### src/lock_pkg.sv
package lock_pkg;

	////////////////////////////////////////////////////////////////////////////
	// sizes
	////////////////////////////////////////////////////////////////////////////

	localparam int N_CH        = 4;                 // lock channels
	localparam int CH_W        = 2;                 // channel index bits
	localparam int ERR_W       = 16;                // signed error sample
	localparam int OUT_W       = 18;                // signed dac/dds word
	localparam int GAIN_W      = 8;                 // kp, ki, multiplier
	localparam int GAIN_SHIFT  = 4;                 // arithmetic shift after pi sum
	localparam int INTEG_W     = 32;                // wrapping integral
	localparam int SUM_W       = INTEG_W + GAIN_W + 2; // pi sum, no overflow
	localparam int CAND_W      = OUT_W + GAIN_W + 2;   // prev + scaled correction
	localparam int IN_DEPTH    = 2;                 // dispatcher queue entries
	localparam int IN_AW       = $clog2(IN_DEPTH);  // queue pointer bits
	localparam int OUT_CREDITS = 4;                 // downstream credits at reset
	localparam int CR_W        = $clog2(OUT_CREDITS + 1);

	// reset values of the active parameters
	localparam logic signed [OUT_W-1:0] DEF_MAX  = {1'b0, {(OUT_W-1){1'b1}}};
	localparam logic signed [OUT_W-1:0] DEF_MIN  = {1'b1, {(OUT_W-1){1'b0}}};
	localparam logic signed [OUT_W-1:0] DEF_INIT = '0;
	localparam logic [GAIN_W-1:0]       DEF_MULT = 8'd1;

	typedef struct packed {
		logic [CH_W-1:0]         channel;          // target lock channel
		logic signed [ERR_W-1:0] error;            // error signal sample
	} sample_t;

	typedef struct packed {
		logic [CH_W-1:0]         channel;          // source lock channel
		logic signed [OUT_W-1:0] value;            // output word
	} result_t;

	typedef enum logic [1:0] {
		CFG_BOUNDS   = 2'd0,                       // word holds window
		CFG_SETTINGS = 2'd1                        // word holds gains and init
	} cfg_kind_e;

	typedef struct packed {
		logic signed [OUT_W-1:0] out_max;          // upper bound, exclusive
		logic signed [OUT_W-1:0] out_min;          // lower bound, exclusive
		logic [7:0]              pad;
	} cfg_bounds_t;

	typedef struct packed {
		logic signed [OUT_W-1:0] out_init;         // fallback / constant value
		logic [GAIN_W-1:0]       multiplier;       // output scale
		logic [GAIN_W-1:0]       kp;
		logic [GAIN_W-1:0]       ki;
		logic                    lock_en;
		logic                    pad;
	} cfg_settings_t;

	// same 44 bits, decoded by kind
	typedef union packed {
		cfg_bounds_t   bounds;
		cfg_settings_t settings;
	} cfg_word_u;

	typedef struct packed {
		logic [CH_W-1:0] channel;                  // target lock channel
		cfg_kind_e       kind;                     // selects union view
		cfg_word_u       word;
	} cfg_t;

	typedef struct packed {
		logic signed [OUT_W-1:0] out_max;
		logic signed [OUT_W-1:0] out_min;
		logic signed [OUT_W-1:0] out_init;
		logic [GAIN_W-1:0]       multiplier;
		logic [GAIN_W-1:0]       kp;
		logic [GAIN_W-1:0]       ki;
		logic                    lock_en;
	} chan_cfg_t;

	localparam chan_cfg_t CFG_DEFAULT = '{
		out_max:    DEF_MAX,
		out_min:    DEF_MIN,
		out_init:   DEF_INIT,
		multiplier: DEF_MULT,
		kp:         '0,
		ki:         '0,
		lock_en:    1'b0
	};

	// preprocessor fsm, compute only lasts one cycle
	typedef enum logic [1:0] {
		ST_IDLE    = 2'd0,
		ST_COMPUTE = 2'd1,
		ST_SEND    = 2'd2,
		ST_DONE    = 2'd3
	} pp_state_e;

endpackage

### src/output_collector.sv
`timescale 1ns/1ps

module output_collector (
	input  logic                       clk_in,
	input  logic                       reset_in,
	input  logic [lock_pkg::N_CH-1:0]  res_valid,
	input  lock_pkg::result_t          res [lock_pkg::N_CH],
	output logic [lock_pkg::N_CH-1:0]  res_take,     // grant, one hot
	output logic                       out_valid,
	output lock_pkg::result_t          out_result,
	input  logic                       out_credit    // sink freed a slot
);

	logic [lock_pkg::CH_W-1:0] rr_ptr;       // first channel to look at
	logic [lock_pkg::CR_W-1:0] credit_cnt;   // downstream credits held
	logic [lock_pkg::CH_W-1:0] idx;
	logic [lock_pkg::CH_W-1:0] gnt_idx;
	logic                      found;

	// round robin search from rr_ptr
	always_comb begin
		found    = 1'b0;
		gnt_idx  = rr_ptr;
		idx      = rr_ptr;
		res_take = '0;
		for (int k = 0; k < lock_pkg::N_CH; k++) begin
			idx = rr_ptr + k[lock_pkg::CH_W-1:0];      // wraps, N_CH is a power of 2
			if (!found && res_valid[idx] && (credit_cnt != '0)) begin
				found   = 1'b1;
				gnt_idx = idx;
			end
		end
		if (found) begin
			res_take[gnt_idx] = 1'b1;
		end
	end

	always_ff @(posedge clk_in) begin
		if (reset_in) begin
			rr_ptr     <= '0;
			credit_cnt <= lock_pkg::CR_W'(lock_pkg::OUT_CREDITS);
			out_valid  <= 1'b0;
		end else begin
			out_valid <= found;
			if (found) begin
				rr_ptr <= gnt_idx + 1'b1;                // next one gets priority
			end
			case ({found, out_credit})
				2'b10:   credit_cnt <= credit_cnt - 1'b1;
				2'b01:   credit_cnt <= credit_cnt + 1'b1;
				default: credit_cnt <= credit_cnt;       // both or neither
			endcase
		end
	end

	always_ff @(posedge clk_in) begin
		if (found) begin
			out_result <= res[gnt_idx];
		end
	end

endmodule

### config.mk
export PLATFORM = sky130hd
export DESIGN_NAME = output_collector
export DESIGN_NICKNAME = d
export VERILOG_FILES = /design/src/lock_pkg.sv /design/src/output_collector.sv
export SDC_FILE = /design/constraint.sdc
export NUM_CORES = 1
export LEC_CHECK = 0
export BUFFER_PORTS_ARGS = -buffer_cell sky130_fd_sc_hd__buf_2
export CAP_MARGIN = 20
export CORE_AREA = 10 10 81 83
export DETAILED_ROUTE_END_ITERATION = 8
export DIE_AREA = 0 0 91 93
export GPL_TIMING_DRIVEN = 0
export PLACE_DENSITY = 0.67
export SLEW_MARGIN = 20
export SYNTH_ARGS = -nofsm -noshare
export SYNTH_HDL_FRONTEND = slang
export SYNTH_SLANG_ARGS = --single-unit
export TNS_END_PERCENT = 30
### constraint.sdc
create_clock -name clk_in -period 3.9 [get_ports clk_in]
set_input_delay 0.585 -clock clk_in [delete_from_list [all_inputs] [get_ports clk_in]]
set_output_delay 0.585 -clock clk_in [all_outputs]
set_load 0.02 [all_outputs]
# == Word level (Yosys, flattened, before mapping) ==
# Index checks and enable logic that the tools add are counted.
# totals
reg_bits,26
input_bits,87
# classes
addsub,6
order_cmp,7
eq_ne,2
muxes,22
bitwise_logic,1
reduce_logical,13
# ops
op,n
20-bit binary-select mux with 2-bit select,1
20-bit two-way mux,2
2-bit by 3-bit < comparator with 1-bit output (second input constant),5
1-bit two-way mux,9
1-bit binary-select mux with 2-bit select,4
1-bit logical AND,8
2-bit two-way mux,3
3-bit one-hot mux with 2 select lines,1
2-bit by 1-bit adder with 2-bit output (second input constant),2
2-bit adder (second input constant),2
4-bit two-way mux,1
3-bit by 1-bit adder with 3-bit output (second input constant),1
3-bit greater-or-equal comparator (second input constant),1
1-bit logical NOT,3
2-bit inverter with 3-bit output,1
3-bit nonzero test,1
3-bit by 1-bit subtractor with 3-bit output (second input constant),1
1-bit demux with 2-bit select,1
2-bit by 1-bit equality test with 1-bit output (second input constant),1
2-bit equality test (second input constant),1
2-bit by 1-bit greater-or-equal comparator with 1-bit output (second input constant),1
2-bit nonzero test,1

# == Longest topological paths before layout ==
# Gate-level depths: netlist of run 1.
# logic_depth
depth_word,21
mapped_depth,9

# == Worst setup path before layout of run 1 ==
# No wires, ideal clock.
# synth_path
path_type,in2reg
from,input res_valid[1] (netlist bit)
to,register credit_cnt[2] (netlist bit)
setup_ps,132
t_arrival_ps,2597
t_required_ps,3768
slack_ps,1171
stages,8
path_cell_list,or2_2 > o31ai_1 > ha_1 > inv_1 > fa_1 > xor2_1 > o21ai_0 > or3b_2
# synth_via
elab_chain_len,18
elab_cells_between_ends,26
classes_between,eq/ne: 2; mux: 13; reduce/logical: 11
# synth_lines
element,line_no,rtl
from (decl),output_collector.sv:6,"input logic [lock_pkg::N_CH-1:0] res_valid,"
1-bit binary-select mux with 2-bit select,output_collector.sv:28,if (!found && res_valid[idx] && (credit_cnt != '0)) begin
1-bit two-way mux (not written as such),output_collector.sv:28,
1-bit logical AND,output_collector.sv:28,
1-bit two-way mux,output_collector.sv:28,
1-bit logical NOT,output_collector.sv:28,
1-bit logical AND (2 in series),output_collector.sv:28,
1-bit two-way mux,output_collector.sv:28,
1-bit logical NOT,output_collector.sv:28,
1-bit logical AND (2 in series),output_collector.sv:28,
1-bit two-way mux,output_collector.sv:28,
1-bit logical NOT,output_collector.sv:28,
1-bit logical AND (2 in series),output_collector.sv:28,
1-bit two-way mux *,output_collector.sv:28,
2-bit by 1-bit equality test with 1-bit output or 2-bit equality test (tied branches),output_collector.sv:48,"case ({found, out_credit})"
3-bit one-hot mux with 2 select lines or 2-bit nonzero test (tied branches),--,
to (signal assigned),output_collector.sv:49,2'b10: credit_cnt <= credit_cnt - 1'b1;
to (signal assigned),output_collector.sv:50,2'b01: credit_cnt <= credit_cnt + 1'b1;
to (signal assigned),output_collector.sv:51,default: credit_cnt <= credit_cnt;
to (decl),output_collector.sv:15,logic [lock_pkg::CR_W-1:0] credit_cnt;
# Every way passes the cells marked *; elsewhere a longest branch is shown, timed or not. The select of a mux whose other input is x is not followed.
# A chain may end at the register's enable or synchronous reset.

# == Final worst setup path of run 1 ==
# layout_path
from,register rr_ptr[1] (netlist bit)
to,output res_take[2] (netlist bit)
# layout_via
elab_chain_len,21
elab_cells_between_ends,34
classes_between,add/sub: 3; order compare: 2; mux: 18; reduce/logical: 11
# layout_lines
element,line_no,rtl
from (decl),output_collector.sv:14,logic [lock_pkg::CH_W-1:0] rr_ptr;
from (signal assigned),output_collector.sv:46,rr_ptr <= gnt_idx + 1'b1;
branches (longest 20 deep; another with 2-bit by 1-bit adder with 2-bit output),--,
4-bit two-way mux *,output_collector.sv:33,if (found) begin
to (decl),output_collector.sv:8,"output logic [lock_pkg::N_CH-1:0] res_take,"
# Every way passes the cells marked *. The select of a mux whose other input is x is not followed.

==> out/metrics.yaml, run 1 <==
pre_cts_slack_ns: 0.807
gp_congestion: 0.806
clock_latency_ns: 0.27
max_slew_margin_pct: 65.1
fin_crit_sh_pct: 80.1
synth_top_area_share_pct: 36.0
htreeDepth: 1
dr.pass1.iters: 4
synth_ff_type: "edfxtp_1"
numCtsBuffers: 3
setup_viol: 0
finalClockSkew_ns: 0.00277
seq_area_frac_synth_pct: 43.2
use_met1_pct: 15.0
clkTransAtPathRegs_ns: 0.09
syn_inst: 187
syn_avg_cell_area_um2: 8.93
vias_per_cell: 4.90
status: "completed"
post_cts_resized: 0
p_sw_share_pct: 45.8
post-dp-hpwl_um: 4740
arrival_ns: 2.54
peakVddDrop_v: 0.000354
fin_ws_ns: 0.777
place_inst: 368
fmax_mhz: 320
die_h_um: 93
cts_sinks: 26
grt.overflow.total: 0
slew_violations: 0
syn-num-nets: 280
design_power_total_mw: 1.86
p_seq_share_pct: 29.5
wl_per_cell_um: 15.9
start_kind: "flop"
grt_max_degree: 26
area_growth_pct: 41.8
most-common-layout-cells: "buf_2 (117), nand2_1 (61), a21oi_1 (20), a32oi_1 (20), edfxtp_1 (20)"
die_w_um: 91
first_iter_violations: 91
maxCapViolCount: 0
period_minus_slack_ns: 3.12
synthDistinctLibCells: 35
grt_pass1_vias: 1820
drt_wl_total_um: 5930
fin_setup_tns_ns: 0
power.share.clock_pct: 9.5
antenna_cells: 0
rsz0062_at_grt: "no"
yosysTopAreaCell: "edfxtp_1"
grt_pass1_wl_um: 9180
final_common_cell: "buf_2"
antenna_found_initial: 0
num_rows: 26
fin_nets: 396
power_leakage_nw: 1.15
synth_edf_count: 20
cp-end-kind: "primary output"
final_util_pct: 47.3
grtUsageMet3_pct: 3.44
cts_setup_buffers: 0
critPathMaxFanout: 11
port_buffers: 111
p_sw_uw: 853
grt.busiest_layer: "met2"
ant_nets: 0
ios: 112
root_buffer: "clkbuf_8"
cts_tree: "built"
synth.top_cells.by_area: "edfxtp_1 (36%), nand2_1 (14%), a32oi_1 (10%)"
finalHoldViolations: 0
drive_above_1_share_pct: 44.4
worstMarginPinSlew_ns: 0.519
synth-seq-cells: 26
synthesis.area_um2: 1670
initial_core_util_pct: 33.3
p_per_area_nw_per_um2: 786
drcViolationCount: 0
crit_required_ns: 3.31
path_class: "flop to primary output"
hold_class: "input pin to flop"
die_area_um2: 8460
fin_cells: 372
met2_usage_pct: 24.1
cts_hold_buf: 0
vias: 1821
async_flop_share_pct: 0
core_region_area_um2: 5010
ys_warn_count: 0
internal_power_mw: 1.01
cts_buffer_depth: 2
combPwrFrac_pct: 61.1
grt_use_total_pct: 13.2
==> stage by stage <==
step                hold slack (ns)  instance area, µm²
floorplan                     0.516                1670
global placement              0.537                2310
detailed placement            0.561                2310
CTS                           0.555                2370
global route                  0.559                2370
finish                        0.551                2370
==> cell usage after synthesis (2+ instances only) <==
library cell and instances:
a22oi_1 2, xor2_1 2, inv_1 2, nor2_1 6, o21ai_0 3, edfxtp_1 20, dfxtp_1 6, clkbuf_1 4
a21oi_1 20, and2_1 4, nand2_1 61, buf_2 6, buf_4 2, ha_1 5, buf_6 3, o21ba_2 2
mux2i_1 2, a32oi_1 20
==> logic make-up (layout without fill, tap and decap cells) <==
logic type	count (synthesis)	in the layout	synth area share (%)
mux	3	3	2.02
buf+inv	19	134	6.82
compound gates	54	54	23.1
fa+ha+maj	6	6	4.95
simple gates	77	77	18.9
flops	26	26	43.2
xor+xnor	2	2	1.05
==> per-layer routing <==
| layer | wire, µm | share of wire [%] | vias to the layer above |
|---|---|---|---|
| li1 | - | - | 904 |
| met5 | 0 | 0 | - |
| met3 | 367 | 6.2 | 4 |
| met2 | 3050 | 51 | 66 |
| met1 | 2480 | 42 | 847 |
| met4 | 37 | 0.62 | 0 |
==> critical path: stages, from the launching register on <==
cell	delay [ns]
dfxtp_1	0.31
buf_2	0.17
mux2i_2	0.30
a31oi_1	0.14
a31oi_2	0.30
clkbuf_1	0.44
inv_1	0.13
ha_1	0.19
and2_1	0.12
buf_2	0.16
==> worst paths after layout <==
kind / startpoint / endpoint / slack (ns) / cells after the start
setup / recovery: rr_ptr[1]$_SDFFE_PP0P_ / res_take[2] / 0.78 / 9
hold reg to reg: credit_cnt[1]$_SDFFE_PP0P_ / credit_cnt[1]$_SDFFE_PP0P_ / 0.58 / 2
setup reg to reg: credit_cnt[0]$_SDFFE_PP0P_ / credit_cnt[2]$_SDFFE_PP1P_ / 1.29 / 9
hold / removal: reset_in / out_valid$_SDFF_PP0_ / 0.55 / 2
==> cell type report <==
| cell class | instances | area [µm²] |
|---|---|---|
| fill | 546 | 2640 |
| multi-input combinational | 142 | 835 |
| sequential | 26 | 721 |
| timing repair buffer | 111 | 556 |
| buffer | 15 | 93.8 |
| tap | 70 | 87.6 |
| clock buffer | 4 | 55.1 |
| inverter | 4 | 20.0 |
==> power groups by stage <==
stage	clock (mW)	combinational (mW)	sequential [mW]
after floorplan	0	0.640	0.706
after global placement	0	1.14	0.550
after detailed placement	0	1.16	0.556
after CTS	0.182	1.16	0.550
after global routing	0.193	1.27	0.564
final	0.176	1.14	0.548
==> registers in the layout, summed over array words and instances (netlist names) <==
signal / count
credit_cnt: 3
out_result: 20
out_valid: 1
rr_ptr: 2
Note: power is estimated with default switching activity, not from simulation.
==> run 2, diff against run 1 <==
==> constraint.sdc (replaced) <==
create_clock -name clk_in -period 3 [get_ports clk_in]
set_input_delay 0.45 -clock clk_in [delete_from_list [all_inputs] [get_ports clk_in]]
set_output_delay 0.45 -clock clk_in [all_outputs]
set_load 0.02 [all_outputs]
==> run 2 against run 1 <==
Against the previous run:
- clock power rose by 31%
- highest routed layer unchanged
- critical path type unchanged
- core utilization rose by 0.075 points
- routed wire length barely moved
- worst hold slack got worse by 0.13 ns
- clock skew barely moved
- register-to-register slack got worse by 0.90 ns
- first-iteration DRC count fell by 3.3%
- global-route usage did not move
- sequential share of layout area barely moved
- final area rose by 0.16%
- combinational power rose by 30%
- total power rose by 30%
==> out/metrics.yaml, run 2 (synthesis results as in run 1) <==
cts_buffer_depth: 2
die_h_um: 93
setup_viol: 0
cts_tree: "built"
wl_per_cell_um: 15.9
clock_latency_ns: 0.27
most-common-layout-cells: "buf_2 (117), nand2_1 (61), a21oi_1 (20), a32oi_1 (20), edfxtp_1 (20)"
crit_path_frequent_cell: "buf_2"
first_iter_violations: 88
dpl-instance-area_um2: 2310
slew_violations: 0
clkTransAtPathRegs_ns: 0.09
die_area_um2: 8460
port_buffers: 111
fin_area_um2: 2370
grt_pass1_wl_um: 9180
fin_nets: 396
cp_cell_sequence: "buf_2, mux2i_2, a31oi_1, a31oi_2, clkbuf_4, inv_1, ha_1, and2_1, buf_2"
largestRegisters: "out_result x20, credit_cnt x3, rr_ptr x2"
root_buffer: "clkbuf_8"
status: "completed"
power_leakage_nw: 1.15
post-dp-hpwl_um: 4740
ios: 112
htreeDepth: 1
fin_ws_ns: 0.232
grt.overflow.total: 0
finalClockSkew_ns: 0.00289
critPathSlowestCell: "dfxtp_1"
period_minus_slack_ns: 2.77
drcViolationCount: 0
initial_core_util_pct: 33.3
dr.pass1.iters: 4
cp-end-kind: "primary output"
design_power_total_mw: 2.43
ant_nets: 0
numCtsBuffers: 3
antenna_found_initial: 0
drive_above_1_share_pct: 44.7
grt_max_degree: 26
core_region_area_um2: 5010
max_flop_register: "out_result"
arrival_ns: 2.32
peakVddDrop_v: 0.000461
vias_per_cell: 4.90
max_stage_delay_ns: 0.31
fin_crit_sh_pct: 92.3
vias: 1821
hold_class: "input pin to flop"
drt_wl_total_um: 5930
gp_congestion: 0.806
p_per_area_nw_per_um2: 1020
place_inst: 368
path_class: "flop to primary output"
antenna_cells: 0
fin_setup_tns_ns: 0
finalHoldViolations: 0
critPathMaxFanout: 11
num_rows: 26
worstMarginPinSlew_ns: 0.519
largest_reg_flops: 20
area_growth_pct: 42.1
crit_required_ns: 2.55
cts_setup_buffers: 0
grt_pass1_vias: 1820
fmax_mhz: 361
start_kind: "flop"
maxCapViolCount: 0
pre_cts_slack_ns: 0.0418
die_w_um: 91
cts_sinks: 26
final_common_cell: "buf_2"
max_slew_margin_pct: 65.1
fin_cells: 372
grt_use_total_pct: 13.2
[run 2: through the flow]
stage / util (%) / hold slack [ns]
after floorplan: - / 0.516
after global placement: 46.2 / 0.537
after detailed placement: 46.2 / 0.561
after CTS: 47.3 / 0.420
after global routing: 47.3 / 0.424
final: 47.3 / 0.416
[run 2: worst paths after layout]
check                                     to  slack [ns]  cells past startpoint                  startpoint
setup / recovery                 res_take[2]        0.23                      9      rr_ptr[1]$_SDFFE_PP0P_
hold / removal          out_valid$_SDFF_PP0_        0.42                      2                    reset_in
setup reg to reg  credit_cnt[2]$_SDFFE_PP1P_        0.39                      9  credit_cnt[0]$_SDFFE_PP0P_
hold reg to reg   credit_cnt[1]$_SDFFE_PP0P_        0.58                      2  credit_cnt[1]$_SDFFE_PP0P_
[run 2: layout make-up]
type	instances	area, µm²
inverters	4	20.0
clock buffers	4	55.1
multi-input cells	142	835
flip-flops and latches	26	721
plain buffers	15	97.6
repair buffers	111	556
well taps	70	87.6
fillers	544	2640
[run 2: metal layers]
layer / routed length, µm / vias up / track usage [%]
met2: 3050 / 66 / 24.1
li1: - / 904 / -
met4: 37 / 0 / 3.39
met1: 2470 / 847 / 15.0
met5: 0 / - / 0
met3: 366 / 4 / 3.44
[run 2: what timing repair did]
action	4_1_cts	5_1_grt
hold buffers	0	0
resized for setup	1	2
endpoints found under the setup margin	2	2
endpoints found under the hold margin	0	0
[run 2: power by group]
part,switching [mW],internal [mW],leakage [nW]
clock,0.112,0.117,0.0288
combinational,0.939,0.544,0.866
sequential,0.0589,0.654,0.255
[run 2: critical path, delay by kind of cell (launching register included)]
family          cells  cell delay, ns
compound gates      2            0.45
mux                 1            0.30
fa+ha+maj           1            0.17
simple gates        1            0.12
flops               1            0.31
buf+inv             4            0.71
