`config.mk`:
```
export PLATFORM = sky130hd
export DESIGN_NAME = lock_channel
export DESIGN_NICKNAME = d
export VERILOG_FILES = /design/src/lock_pkg.sv /design/src/pi_filter.sv /design/src/output_preprocessor.sv /design/src/lock_channel.sv
export SDC_FILE = /design/constraint.sdc
export NUM_CORES = 2
export LEC_CHECK = 0
export BUFFER_PORTS_ARGS = -buffer_cell sky130_fd_sc_hd__buf_2
export CORE_ASPECT_RATIO = 0.7
export CORE_MARGIN = 2
export CORE_UTILIZATION = 40
export DETAILED_ROUTE_END_ITERATION = 8
export SLEW_MARGIN = 10
export SYNTH_ARGS = -nofsm -noshare
export SYNTH_HDL_FRONTEND = slang
export SYNTH_SLANG_ARGS = --single-unit
```
`constraint.sdc`:
```
create_clock -name clk_in -period 7.3 [get_ports clk_in]
set_input_delay 0.73 -clock clk_in [delete_from_list [all_inputs] [get_ports clk_in]]
set_output_delay 0.73 -clock clk_in [all_outputs]
set_load 0.005 [all_outputs]
```
`src/lock_pkg.sv`:
```
package lock_pkg;

	////////////////////////////////////////////////////////////////////////////
	// sizes
	////////////////////////////////////////////////////////////////////////////

	localparam int N_CH        = 4;                 // lock channels
	localparam int CH_W        = 2;                 // channel index bits
	localparam int ERR_W       = 16;                // signed error sample
	localparam int OUT_W       = 18;                // signed dac/dds word
	localparam int GAIN_W      = 8;                 // kp, ki, multiplier
	localparam int GAIN_SHIFT  = 4;                 // arithmetic shift after pi sum
	localparam int INTEG_W     = 32;                // wrapping integral
	localparam int SUM_W       = INTEG_W + GAIN_W + 2; // pi sum, no overflow
	localparam int CAND_W      = OUT_W + GAIN_W + 2;   // prev + scaled correction
	localparam int IN_DEPTH    = 2;                 // dispatcher queue entries
	localparam int IN_AW       = $clog2(IN_DEPTH);  // queue pointer bits
	localparam int OUT_CREDITS = 4;                 // downstream credits at reset
	localparam int CR_W        = $clog2(OUT_CREDITS + 1);

	// reset values of the active parameters
	localparam logic signed [OUT_W-1:0] DEF_MAX  = {1'b0, {(OUT_W-1){1'b1}}};
	localparam logic signed [OUT_W-1:0] DEF_MIN  = {1'b1, {(OUT_W-1){1'b0}}};
	localparam logic signed [OUT_W-1:0] DEF_INIT = '0;
	localparam logic [GAIN_W-1:0]       DEF_MULT = 8'd1;

	typedef struct packed {
		logic [CH_W-1:0]         channel;          // target lock channel
		logic signed [ERR_W-1:0] error;            // error signal sample
	} sample_t;

	typedef struct packed {
		logic [CH_W-1:0]         channel;          // source lock channel
		logic signed [OUT_W-1:0] value;            // output word
	} result_t;

	typedef enum logic [1:0] {
		CFG_BOUNDS   = 2'd0,                       // word holds window
		CFG_SETTINGS = 2'd1                        // word holds gains and init
	} cfg_kind_e;

	typedef struct packed {
		logic signed [OUT_W-1:0] out_max;          // upper bound, exclusive
		logic signed [OUT_W-1:0] out_min;          // lower bound, exclusive
		logic [7:0]              pad;
	} cfg_bounds_t;

	typedef struct packed {
		logic signed [OUT_W-1:0] out_init;         // fallback / constant value
		logic [GAIN_W-1:0]       multiplier;       // output scale
		logic [GAIN_W-1:0]       kp;
		logic [GAIN_W-1:0]       ki;
		logic                    lock_en;
		logic                    pad;
	} cfg_settings_t;

	// same 44 bits, decoded by kind
	typedef union packed {
		cfg_bounds_t   bounds;
		cfg_settings_t settings;
	} cfg_word_u;

	typedef struct packed {
		logic [CH_W-1:0] channel;                  // target lock channel
		cfg_kind_e       kind;                     // selects union view
		cfg_word_u       word;
	} cfg_t;

	typedef struct packed {
		logic signed [OUT_W-1:0] out_max;
		logic signed [OUT_W-1:0] out_min;
		logic signed [OUT_W-1:0] out_init;
		logic [GAIN_W-1:0]       multiplier;
		logic [GAIN_W-1:0]       kp;
		logic [GAIN_W-1:0]       ki;
		logic                    lock_en;
	} chan_cfg_t;

	localparam chan_cfg_t CFG_DEFAULT = '{
		out_max:    DEF_MAX,
		out_min:    DEF_MIN,
		out_init:   DEF_INIT,
		multiplier: DEF_MULT,
		kp:         '0,
		ki:         '0,
		lock_en:    1'b0
	};

	// preprocessor fsm, compute only lasts one cycle
	typedef enum logic [1:0] {
		ST_IDLE    = 2'd0,
		ST_COMPUTE = 2'd1,
		ST_SEND    = 2'd2,
		ST_DONE    = 2'd3
	} pp_state_e;

endpackage

```
`src/pi_filter.sv`:
```
`timescale 1ns/1ps

module pi_filter (
	input  logic                                clk_in,
	input  logic                                reset_in,
	input  logic                                err_valid,   // new error sample
	input  logic signed [lock_pkg::ERR_W-1:0]   error,
	input  logic [lock_pkg::GAIN_W-1:0]         kp,          // unsigned prop gain
	input  logic [lock_pkg::GAIN_W-1:0]         ki,          // unsigned int gain
	input  logic                                clear,       // zero the integral
	output logic                                corr_valid,  // one cycle after err_valid
	output logic signed [lock_pkg::OUT_W-1:0]   correction
);

	logic signed [lock_pkg::INTEG_W-1:0] integral;    // running sum of errors
	logic signed [lock_pkg::INTEG_W-1:0] integ_next;  // sum including this sample
	logic signed [lock_pkg::SUM_W-1:0]   p_term;      // kp * error
	logic signed [lock_pkg::SUM_W-1:0]   i_term;      // ki * integral
	logic signed [lock_pkg::SUM_W-1:0]   sum;
	logic signed [lock_pkg::SUM_W-1:0]   shifted;     // sum after gain shift

	////////////////////////////////////////////////////////////////////////////
	// arithmetic
	////////////////////////////////////////////////////////////////////////////

	always_comb begin
		integ_next = integral + error;                      // wraps at 32 bits
		p_term     = $signed({1'b0, kp}) * error;           // gains zero-extended
		i_term     = $signed({1'b0, ki}) * integ_next;
		sum        = p_term + i_term;
		shifted    = sum >>> lock_pkg::GAIN_SHIFT;          // keeps sign
	end

	////////////////////////////////////////////////////////////////////////////
	// registers
	////////////////////////////////////////////////////////////////////////////

	always_ff @(posedge clk_in) begin
		if (reset_in) begin
			integral   <= '0;
			corr_valid <= 1'b0;
		end else begin
			corr_valid <= err_valid;
			if (clear) begin
				integral <= '0;                             // settings write
			end else if (err_valid) begin
				integral <= integ_next;
			end
		end
	end

	always_ff @(posedge clk_in) begin
		if (err_valid) begin
			correction <= shifted[lock_pkg::OUT_W-1:0];     // low bits only, wraps
		end
	end

endmodule

```
`src/output_preprocessor.sv`:
```
`timescale 1ns/1ps

module output_preprocessor (
	input  logic                                clk_in,
	input  logic                                reset_in,
	input  logic                                corr_valid,  // correction from pi_filter
	input  logic signed [lock_pkg::OUT_W-1:0]   correction,
	input  lock_pkg::chan_cfg_t                 params,      // active channel parameters
	input  logic                                load_init,   // prev <= out_init
	output logic                                data_valid,  // held until take
	output logic signed [lock_pkg::OUT_W-1:0]   data,
	input  logic                                data_take
);

	lock_pkg::pp_state_e state_q;     // registered state
	lock_pkg::pp_state_e cur_state;   // compute decoded in the arrival cycle
	lock_pkg::pp_state_e next_state;

	logic signed [lock_pkg::OUT_W-1:0]  data_prev;   // last sent output
	logic signed [lock_pkg::CAND_W-1:0] scaled;      // correction * multiplier
	logic signed [lock_pkg::CAND_W-1:0] candidate;   // prev + scaled
	logic signed [lock_pkg::CAND_W-1:0] const_prod;  // out_init * multiplier
	logic                               in_range;
	logic signed [lock_pkg::OUT_W-1:0]  lock_out;
	logic signed [lock_pkg::OUT_W-1:0]  result;

	////////////////////////////////////////////////////////////////////////////
	// datapath
	////////////////////////////////////////////////////////////////////////////

	always_comb begin
		scaled     = correction * $signed({1'b0, params.multiplier});
		candidate  = scaled + data_prev;                   // full width, no wrap
		const_prod = params.out_init * $signed({1'b0, params.multiplier});

		// strict window on both sides
		in_range = (candidate > $signed(params.out_min)) &&
			(candidate < $signed(params.out_max));

		lock_out = in_range ? candidate[lock_pkg::OUT_W-1:0] : params.out_init;
		result   = params.lock_en ? lock_out : const_prod[lock_pkg::OUT_W-1:0];
	end

	////////////////////////////////////////////////////////////////////////////
	// fsm
	////////////////////////////////////////////////////////////////////////////

	always_comb begin
		if ((state_q == lock_pkg::ST_IDLE) && corr_valid) begin
			cur_state = lock_pkg::ST_COMPUTE;              // result registered this cycle
		end else begin
			cur_state = state_q;
		end
	end

	always_comb begin
		next_state = cur_state;
		case (cur_state)
			lock_pkg::ST_IDLE:    next_state = lock_pkg::ST_IDLE;
			lock_pkg::ST_COMPUTE: next_state = lock_pkg::ST_SEND;
			lock_pkg::ST_SEND: begin
				if (data_take) begin
					next_state = lock_pkg::ST_DONE;         // collector took it
				end
			end
			lock_pkg::ST_DONE:    next_state = lock_pkg::ST_IDLE;
			default:              next_state = lock_pkg::ST_IDLE;
		endcase
	end

	always_ff @(posedge clk_in) begin
		if (reset_in) begin
			state_q <= lock_pkg::ST_IDLE;
		end else begin
			state_q <= next_state;
		end
	end

	////////////////////////////////////////////////////////////////////////////
	// output and history
	////////////////////////////////////////////////////////////////////////////

	always_ff @(posedge clk_in) begin
		if (cur_state == lock_pkg::ST_COMPUTE) begin
			data <= result;
		end
	end

	always_ff @(posedge clk_in) begin
		if (reset_in) begin
			data_prev <= lock_pkg::DEF_INIT;
		end else if (load_init) begin
			data_prev <= params.out_init;                  // restart from init
		end else if (cur_state == lock_pkg::ST_DONE) begin
			data_prev <= data;                             // latch after take
		end
	end

	assign data_valid = (state_q == lock_pkg::ST_SEND);

endmodule

```
`src/lock_channel.sv`:
```
`timescale 1ns/1ps

module lock_channel #(
	parameter int unsigned CH_ID = 0                         // stamped on results
) (
	input  logic                clk_in,
	input  logic                reset_in,
	input  logic                ch_valid,   // sample from dispatcher
	input  lock_pkg::sample_t   ch_sample,
	input  logic                cfg_valid,  // write for this channel
	input  lock_pkg::cfg_t      cfg,
	output logic                res_valid,
	output lock_pkg::result_t   res,
	input  logic                res_take    // also the dispatcher credit
);

	lock_pkg::chan_cfg_t               cfg_q;       // active parameters
	logic                              load_q;      // settings written last cycle
	logic                              corr_valid;
	logic signed [lock_pkg::OUT_W-1:0] correction;
	logic signed [lock_pkg::OUT_W-1:0] data;

	// parameter registers, view picked by kind
	always_ff @(posedge clk_in) begin
		if (reset_in) begin
			cfg_q  <= lock_pkg::CFG_DEFAULT;
			load_q <= 1'b0;
		end else begin
			load_q <= cfg_valid && (cfg.kind == lock_pkg::CFG_SETTINGS);
			if (cfg_valid) begin
				case (cfg.kind)
					lock_pkg::CFG_BOUNDS: begin
						cfg_q.out_max <= cfg.word.bounds.out_max;
						cfg_q.out_min <= cfg.word.bounds.out_min;
					end
					lock_pkg::CFG_SETTINGS: begin
						cfg_q.out_init   <= cfg.word.settings.out_init;
						cfg_q.multiplier <= cfg.word.settings.multiplier;
						cfg_q.kp         <= cfg.word.settings.kp;
						cfg_q.ki         <= cfg.word.settings.ki;
						cfg_q.lock_en    <= cfg.word.settings.lock_en;
					end
					default: ;                             // unknown kind ignored
				endcase
			end
		end
	end

	pi_filter pi_filter_i (
		.clk_in     (clk_in),
		.reset_in   (reset_in),
		.err_valid  (ch_valid),
		.error      (ch_sample.error),
		.kp         (cfg_q.kp),
		.ki         (cfg_q.ki),
		.clear      (load_q),          // integral restarts with new settings
		.corr_valid (corr_valid),
		.correction (correction)
	);

	output_preprocessor output_preprocessor_i (
		.clk_in     (clk_in),
		.reset_in   (reset_in),
		.corr_valid (corr_valid),
		.correction (correction),
		.params     (cfg_q),
		.load_init  (load_q),          // new out_init already in cfg_q
		.data_valid (res_valid),
		.data       (data),
		.data_take  (res_take)
	);

	assign res.channel = CH_ID[lock_pkg::CH_W-1:0];
	assign res.value   = data;

endmodule

```
Yosys cells after proc, flatten, opt, wreduce, memory -nomap -nowiden
Cells that the tools add are included.
{ "word_totals": {"regBits": 169, "wordCells": 46} }
{ "op_classes": {"n_addsub": 3, "multipliers": 4, "magnitude_cmp": 2, "n_eq_ne": 5, "n_mux": 7, "n_reduce_logical": 11} }
{ "op_table": {"columns": ["op", "count"], "rows": [
  ["two-way mux 18 bit", 4],
  ["adder 32 x 16 -> 32 bit", 1],
  ["multiplier 9 x 32 -> 22 bit", 1],
  ["adder 27 x 18 -> 28 bit", 1],
  ["> comparator 28 x 18 -> 1 bit", 1],
  ["less-than comparator 28 x 18 -> 1 bit", 1],
  ["multiplier 18 x 9 -> 27 bit", 1],
  ["adder 22 bit", 1],
  ["multiplier 9 x 16 -> 22 bit", 1],
  ["multiplier 18 x 9 -> 18 bit", 1],
  ["equality test 2 bit, second input constant", 3],
  ["logical NOT 2 bit", 3],
  ["one-hot mux 2 bit (3 select lines)", 1],
  ["equality test 2 x 1 -> 1 bit, second input constant", 2],
  ["two-way mux 2 bit", 2],
  ["AND reduction 2 bit", 2],
  ["OR reduction 2 bit", 2],
  ["logical AND 1 bit", 3],
  ["nonzero test 2 bit", 1]
]} }

Longest topological paths before layout
{ "logic_depth": {"depth_word": 6, "depth_mapped": 39, "depth_no_buf": 35} }

Hierarchy
A second synthesis with hierarchy kept.
{ "unflattened": {"cells_unflattened": 2957, "area_unflattened_um2": 26749.4} }
{ "by_module_without_submodules": {"columns": ["module", "n_inst", "cells_each", "area_per_inst_um2"], "rows": [
  ["output_preprocessor", 1, 1446, 12525.8],
  ["pi_filter", 1, 1180, 10815.4],
  ["lock_channel", 1, 331, 3408.3]
]} }

Worst setup path after synthesis
No wires, ideal clock.
{ "synth_timing": {"path_type": "input to register", "startpoint": "input port ch_sample[1] (netlist name)", "endpoint": "register pi_filter_i.correction[17] (netlist name) (data pin)", "setup_ps": 268, "arrival_time_ps": 7644, "t_required_ps": 7032, "slack_ps": -612, "stages": 28, "path_buffers": 0, "path_cell_list": "ha_1 > a211oi_2 > o21ai_2 > a22oi_4 > or2b_1 > a21oi_1 > xnor2_1 > nand2_1 > fa_1 > inv_1 > fa_1 > fa_1 > inv_1 > fa_1 > fa_1 > inv_1 > fa_1 > ha_1 > or3_1 > or3_1 > and3_1 > a31o_2 > and2_1 > nand4_1 > a31oi_1 > a31oi_1 > xnor2_1 > xnor3_1"} }
{ "synth_between": {"elab_chain_len": 3, "elab_cells_between_ends": 4, "classes_between": "add/sub (2); mul (2)"} }
{ "synth_lines": {"columns": ["item", "line_no", "rtl"], "rows": [
  ["start: declaration", "lock_channel.sv:9", "input lock_pkg::sample_t ch_sample,"],
  ["adder 32 x 16 -> 32 bit", "pi_filter.sv:27", "integ_next = integral + error;"],
  ["multiplier 9 x 32 -> 22 bit", "pi_filter.sv:29", "i_term = $signed({1'b0, ki}) * integ_next;"],
  ["adder 22 bit *", "pi_filter.sv:30", "sum = p_term + i_term;"],
  ["via pi_filter_i.sum (one bit)", "pi_filter.sv:19", "logic signed [lock_pkg::SUM_W-1:0] sum;"],
  ["end signal: assignment", "pi_filter.sv:54", "correction <= shifted[lock_pkg::OUT_W-1:0];"],
  ["end: declaration", "pi_filter.sv:12", "output logic signed [lock_pkg::OUT_W-1:0] correction"]
]} }
Mark *: on every way through the listed nets, which the timed path passes. The rest lies on a longest branch.
A chain may end at the register's enable or synchronous reset.

Final worst setup path
{ "layout_timing": {"startpoint": "register pi_filter_i.correction[5] (netlist name)", "endpoint": "register output_preprocessor_i.data[9] (netlist name) (data pin)"} }
{ "layout_between": {"elab_chain_len": 6, "elab_cells_between_ends": 7, "classes_between": "add/sub (1); mul (1); order compare (2); mux (2); reduce/logical (1)"} }
{ "layout_lines": {"columns": ["item", "line_no", "rtl"], "rows": [
  ["multiplier 18 x 9 -> 27 bit *", "output_preprocessor.sv:32", "scaled = correction * $signed({1'b0, params.multiplier});"],
  ["adder 27 x 18 -> 28 bit *", "output_preprocessor.sv:33", "candidate = scaled + data_prev;"],
  ["> comparator 28 x 18 -> 1 bit or less-than comparator 28 x 18 -> 1 bit (tied branches)", "output_preprocessor.sv:37, output_preprocessor.sv:38", null],
  ["logical AND 1 bit", "output_preprocessor.sv:37", "in_range = (candidate > $signed(params.out_min)) &&"],
  ["two-way mux 18 bit *", "output_preprocessor.sv:40", "lock_out = in_range ? candidate[lock_pkg::OUT_W-1:0] : params.out_init;"],
  ["two-way mux 18 bit *", "output_preprocessor.sv:41", "result = params.lock_en ? lock_out : const_prod[lock_pkg::OUT_W-1:0];"],
  ["via output_preprocessor_i.result (one bit)", "output_preprocessor.sv:25", "logic signed [lock_pkg::OUT_W-1:0] result;"],
  ["end signal: assignment", "output_preprocessor.sv:85", "data <= result;"],
  ["end: declaration", "output_preprocessor.sv:11", "output logic signed [lock_pkg::OUT_W-1:0] data,"]
]} }
Marked as above.

==> run_results.csv <==
group,metric,value,unit
power,powerDensity,224,nW/um^2
worst_setup_path,worstSetupPathType,"flop to flop",
clock_network,cts_tree,"done",
route,num_vias,20334,
route,wl,70.2,mm
synth,synth_top_family_by_area,"adder cells",
floorplan,dieWidth,308,um
floorplan,start_util,40.2,%
timing,drv_slew,0,
finish,drive_gt1_share,18.1,%
power,leakagePower,15.4,nW
finish,instances_no_fill,4170,
global_route,grt_pass1_wl,116,mm
route,final_antenna_net_count,0,
synth,synthFlopType,"dfxtp_1",
route,top_layer_used,"met5",
worst_setup_path,end_kind,"flop",
floorplan,coreArea,64500,sq um
finish,nNetsFinal,4028,
floorplan,row_count,78,
synth,ys_seq_area_share,13.7,%
route,dr_wl_met2,28.7,mm
synth,synth_xor_area_share,3.76,%
route,drtPass1Iterations,5,
timing,setup_viol,19,
worst_setup_path,path_buf_inv,8,
worst_setup_path,cp.arrival,7.90,ns
route,wl_per_cell,16.8,um
clock_network,root_buffer,"clkbuf_16",
timing,finalCritPeriodShare,105,%
route,drt-met1-wl,36.9,mm
timing,rsz0062_at_grt,"yes",
synth,synthAdderAreaFrac,45.4,%
clock_network,cts_max_path_buffers,2,
synth,yosys_warnings,0,
timing,slew_headroom,24.4,%
worst_setup_path,required,7.55,ns
clock_network,htreeDepth,4,
power,ir_drop,0.000201,V
global_route,grt_max_degree,62,
synth,synthArstFlopShare,0,%
route,first_iter_violations,1337,
clock_network,ctsHoldBuffers,0,
timing,tightest_slew,1.13,ns
route,drc_errors,0,
route,met3_length,3.87,mm
finish,multiInputGateArea,20400,sq um
global_route,groute.usage.overall,22.2,%
worst_setup_path,cp_top_family,"adder cells",
floorplan,ios,92,
finish,final-seq-area,3560,sq um
timing,min_period,7.65,ns
synth,synthSimpleGateAreaFrac,16.5,%
worst_setup_path,slowest_delay,0.58,ns
worst_setup_path,critPathMostFrequentCell,"buf_4",
timing,clock_skew,0.0197,ns
finish,postLayoutCoreUtil,48.1,%
synth,synthDistinctLibCells,73,
timing,fin_setup_tns,-5.08,ns
placed_design,place_hpwl,56.4,mm
finish,final_cell_mix,"inv_1 (597), nand2_1 (428), fa_1 (422)",
worst_setup_path,crit_slowest_cell,"fa_2",
clock_network,clk_pin_slew,0.08,ns
synth,syn_area_per_cell,8.79,sq um
synth,ys_ff_latch,159,
worst_setup_path,worst_setup_path_start_kind,"flop",
finish,fillCellCount,6253,
synth,muxShareOfSynthArea,2.48,%
clock_network,clock_latency,0.51,ns
status,outcome,"finished with violations",
placed_design,gp_congestion,0.863,
route,vias_per_cell,4.88,
floorplan,dieHeight,217,um
floorplan,dieArea,67000,sq um
timing,hold_viol,0,
timing,fmax,131,MHz
synth,synth_edf_count,36,
timing,fin_ws,-0.350,ns
finish,area_growth,19.6,%
global_route,grt_pass1_vias,20865,
hold_path,hold_class,"primary input to flop",
placed_design,dp_cells,4096,
synth,synth_area,25900,sq um
synth,synth-compound-area-share,7.79,%
finish,final_common_cell,"inv_1",
placed_design,port_buffers,84,
clock_network,clock-sinks,159,
job,max-cap-violations,0,
global_route,overflow,0,
worst_setup_path,cp_max_fo,8,
global_route,grt_antenna_before_repair,1,
clock_network,cts_buffers,17,
synth,postSynthCellCount,2951,
status,violations,"negative setup slack",
-- final timing paths --
| kind | depth (start not counted) | from | slack, ns | endpoint |
|---|---|---|---|---|
| min | 2 | cfg[37] | 0.45 | cfg_q[72]$_SDFFE_PP1P_ |
| min reg2reg | 2 | cfg_q[49]$_SDFFE_PP0P_ | 0.46 | cfg_q[49]$_SDFFE_PP0P_ |
| max | 34 | pi_filter_i.correction[5]$_DFFE_PP_ | -0.35 | output_preprocessor_i.data[9]$_DFFE_PN_ |
| max reg2reg | 34 | pi_filter_i.correction[5]$_DFFE_PP_ | -0.35 | output_preprocessor_i.data[9]$_DFFE_PN_ |
-- kinds of logic after synthesis --
group                    Yosys count
AND/OR/NAND/NOR                  908
buffers and inverters            721
adder cells (fa/ha/maj)          681
AO/OA/AOI/OAI                    312
flip-flops                       159
XOR/XNOR                         105
multiplexers                      64
other                              1
-- per-layer routing --
metal	vias to the layer above	track usage [%]
met2	467	32.1
met5	-	0
met4	2	3.97
met3	51	2.89
met1	10135	35.4
li1	9679	-
-- synthesized netlist by cell type, types with 12 or more instances --
library cell	count	area share, %
inv_1	604	8.7
a211o_1	19	0.64
ha_1	248	12
nand4_1	15	0.36
nor2b_1	22	0.53
a21o_1	41	1.2
nor2_1	129	1.9
o21a_1	12	0.35
and2_1	245	5.9
nand2_1	432	6.2
nand2b_1	12	0.29
nor3_1	15	0.29
edfxtp_1	36	4.2
clkbuf_1	109	1.6
dfxtp_1	123	9.5
mux2i_1	62	2.4
a211oi_1	26	0.75
xnor2_1	82	2.8
a21oi_1	128	2.5
o21ai_0	37	0.71
xor2_1	19	0.64
fa_1	433	33
-- what timing repair did --
item	in CTS	in global routing
endpoints found under the setup margin	23	27
setup buffers	25	17
cloned	2	0
pin swaps	107	61
gates resized for setup	96	48
-- through the flow --
| step | power [W] | cell area, sq um | hold slack (ns) | setup slack [ns] |
|---|---|---|---|---|
| final | 0.00695 | 31000 | 0.446 | -0.350 |
| after global routing | 0.00758 | 31000 | 0.432 | -0.673 |
| after CTS | 0.00689 | 30700 | 0.412 | -0.248 |
| after detailed placement | 0.00539 | 29500 | 0.448 | -0.883 |
| after global placement | 0.00534 | 29500 | 0.445 | -0.777 |
| after floorplan | 0.00368 | 26200 | 0.436 | -0.233 |
-- layout make-up --
class,instances,share of cell area (%)
Clock buffer,19,1.39
Multi-Input combinational cell,2072,65.8
Timing Repair Buffer,422,10.1
Clock inverter,13,0.383
Tap cell,880,3.55
Antenna cell,1,0.00806
Sequential cell,159,11.5
Inverter,604,7.30
-- report_power, final --
part	total (W)	switching [W]	internal [W]
logic	0.00491	0.00250	0.00241
clock network	0.000937	0.000486	0.000451
registers	0.00110	0.0000976	0.00101
-- registers in the layout (all words and copies together) (netlist names) --
signal                           flops
pi_filter_i.corr_valid               1
pi_filter_i.correction              18
output_preprocessor_i.data          18
pi_filter_i.integral                22
output_preprocessor_i.state_q        2
cfg_q                               79
output_preprocessor_i.data_prev     18
load_q                               1
No activity file was read; power rests on OpenSTA's default activity.
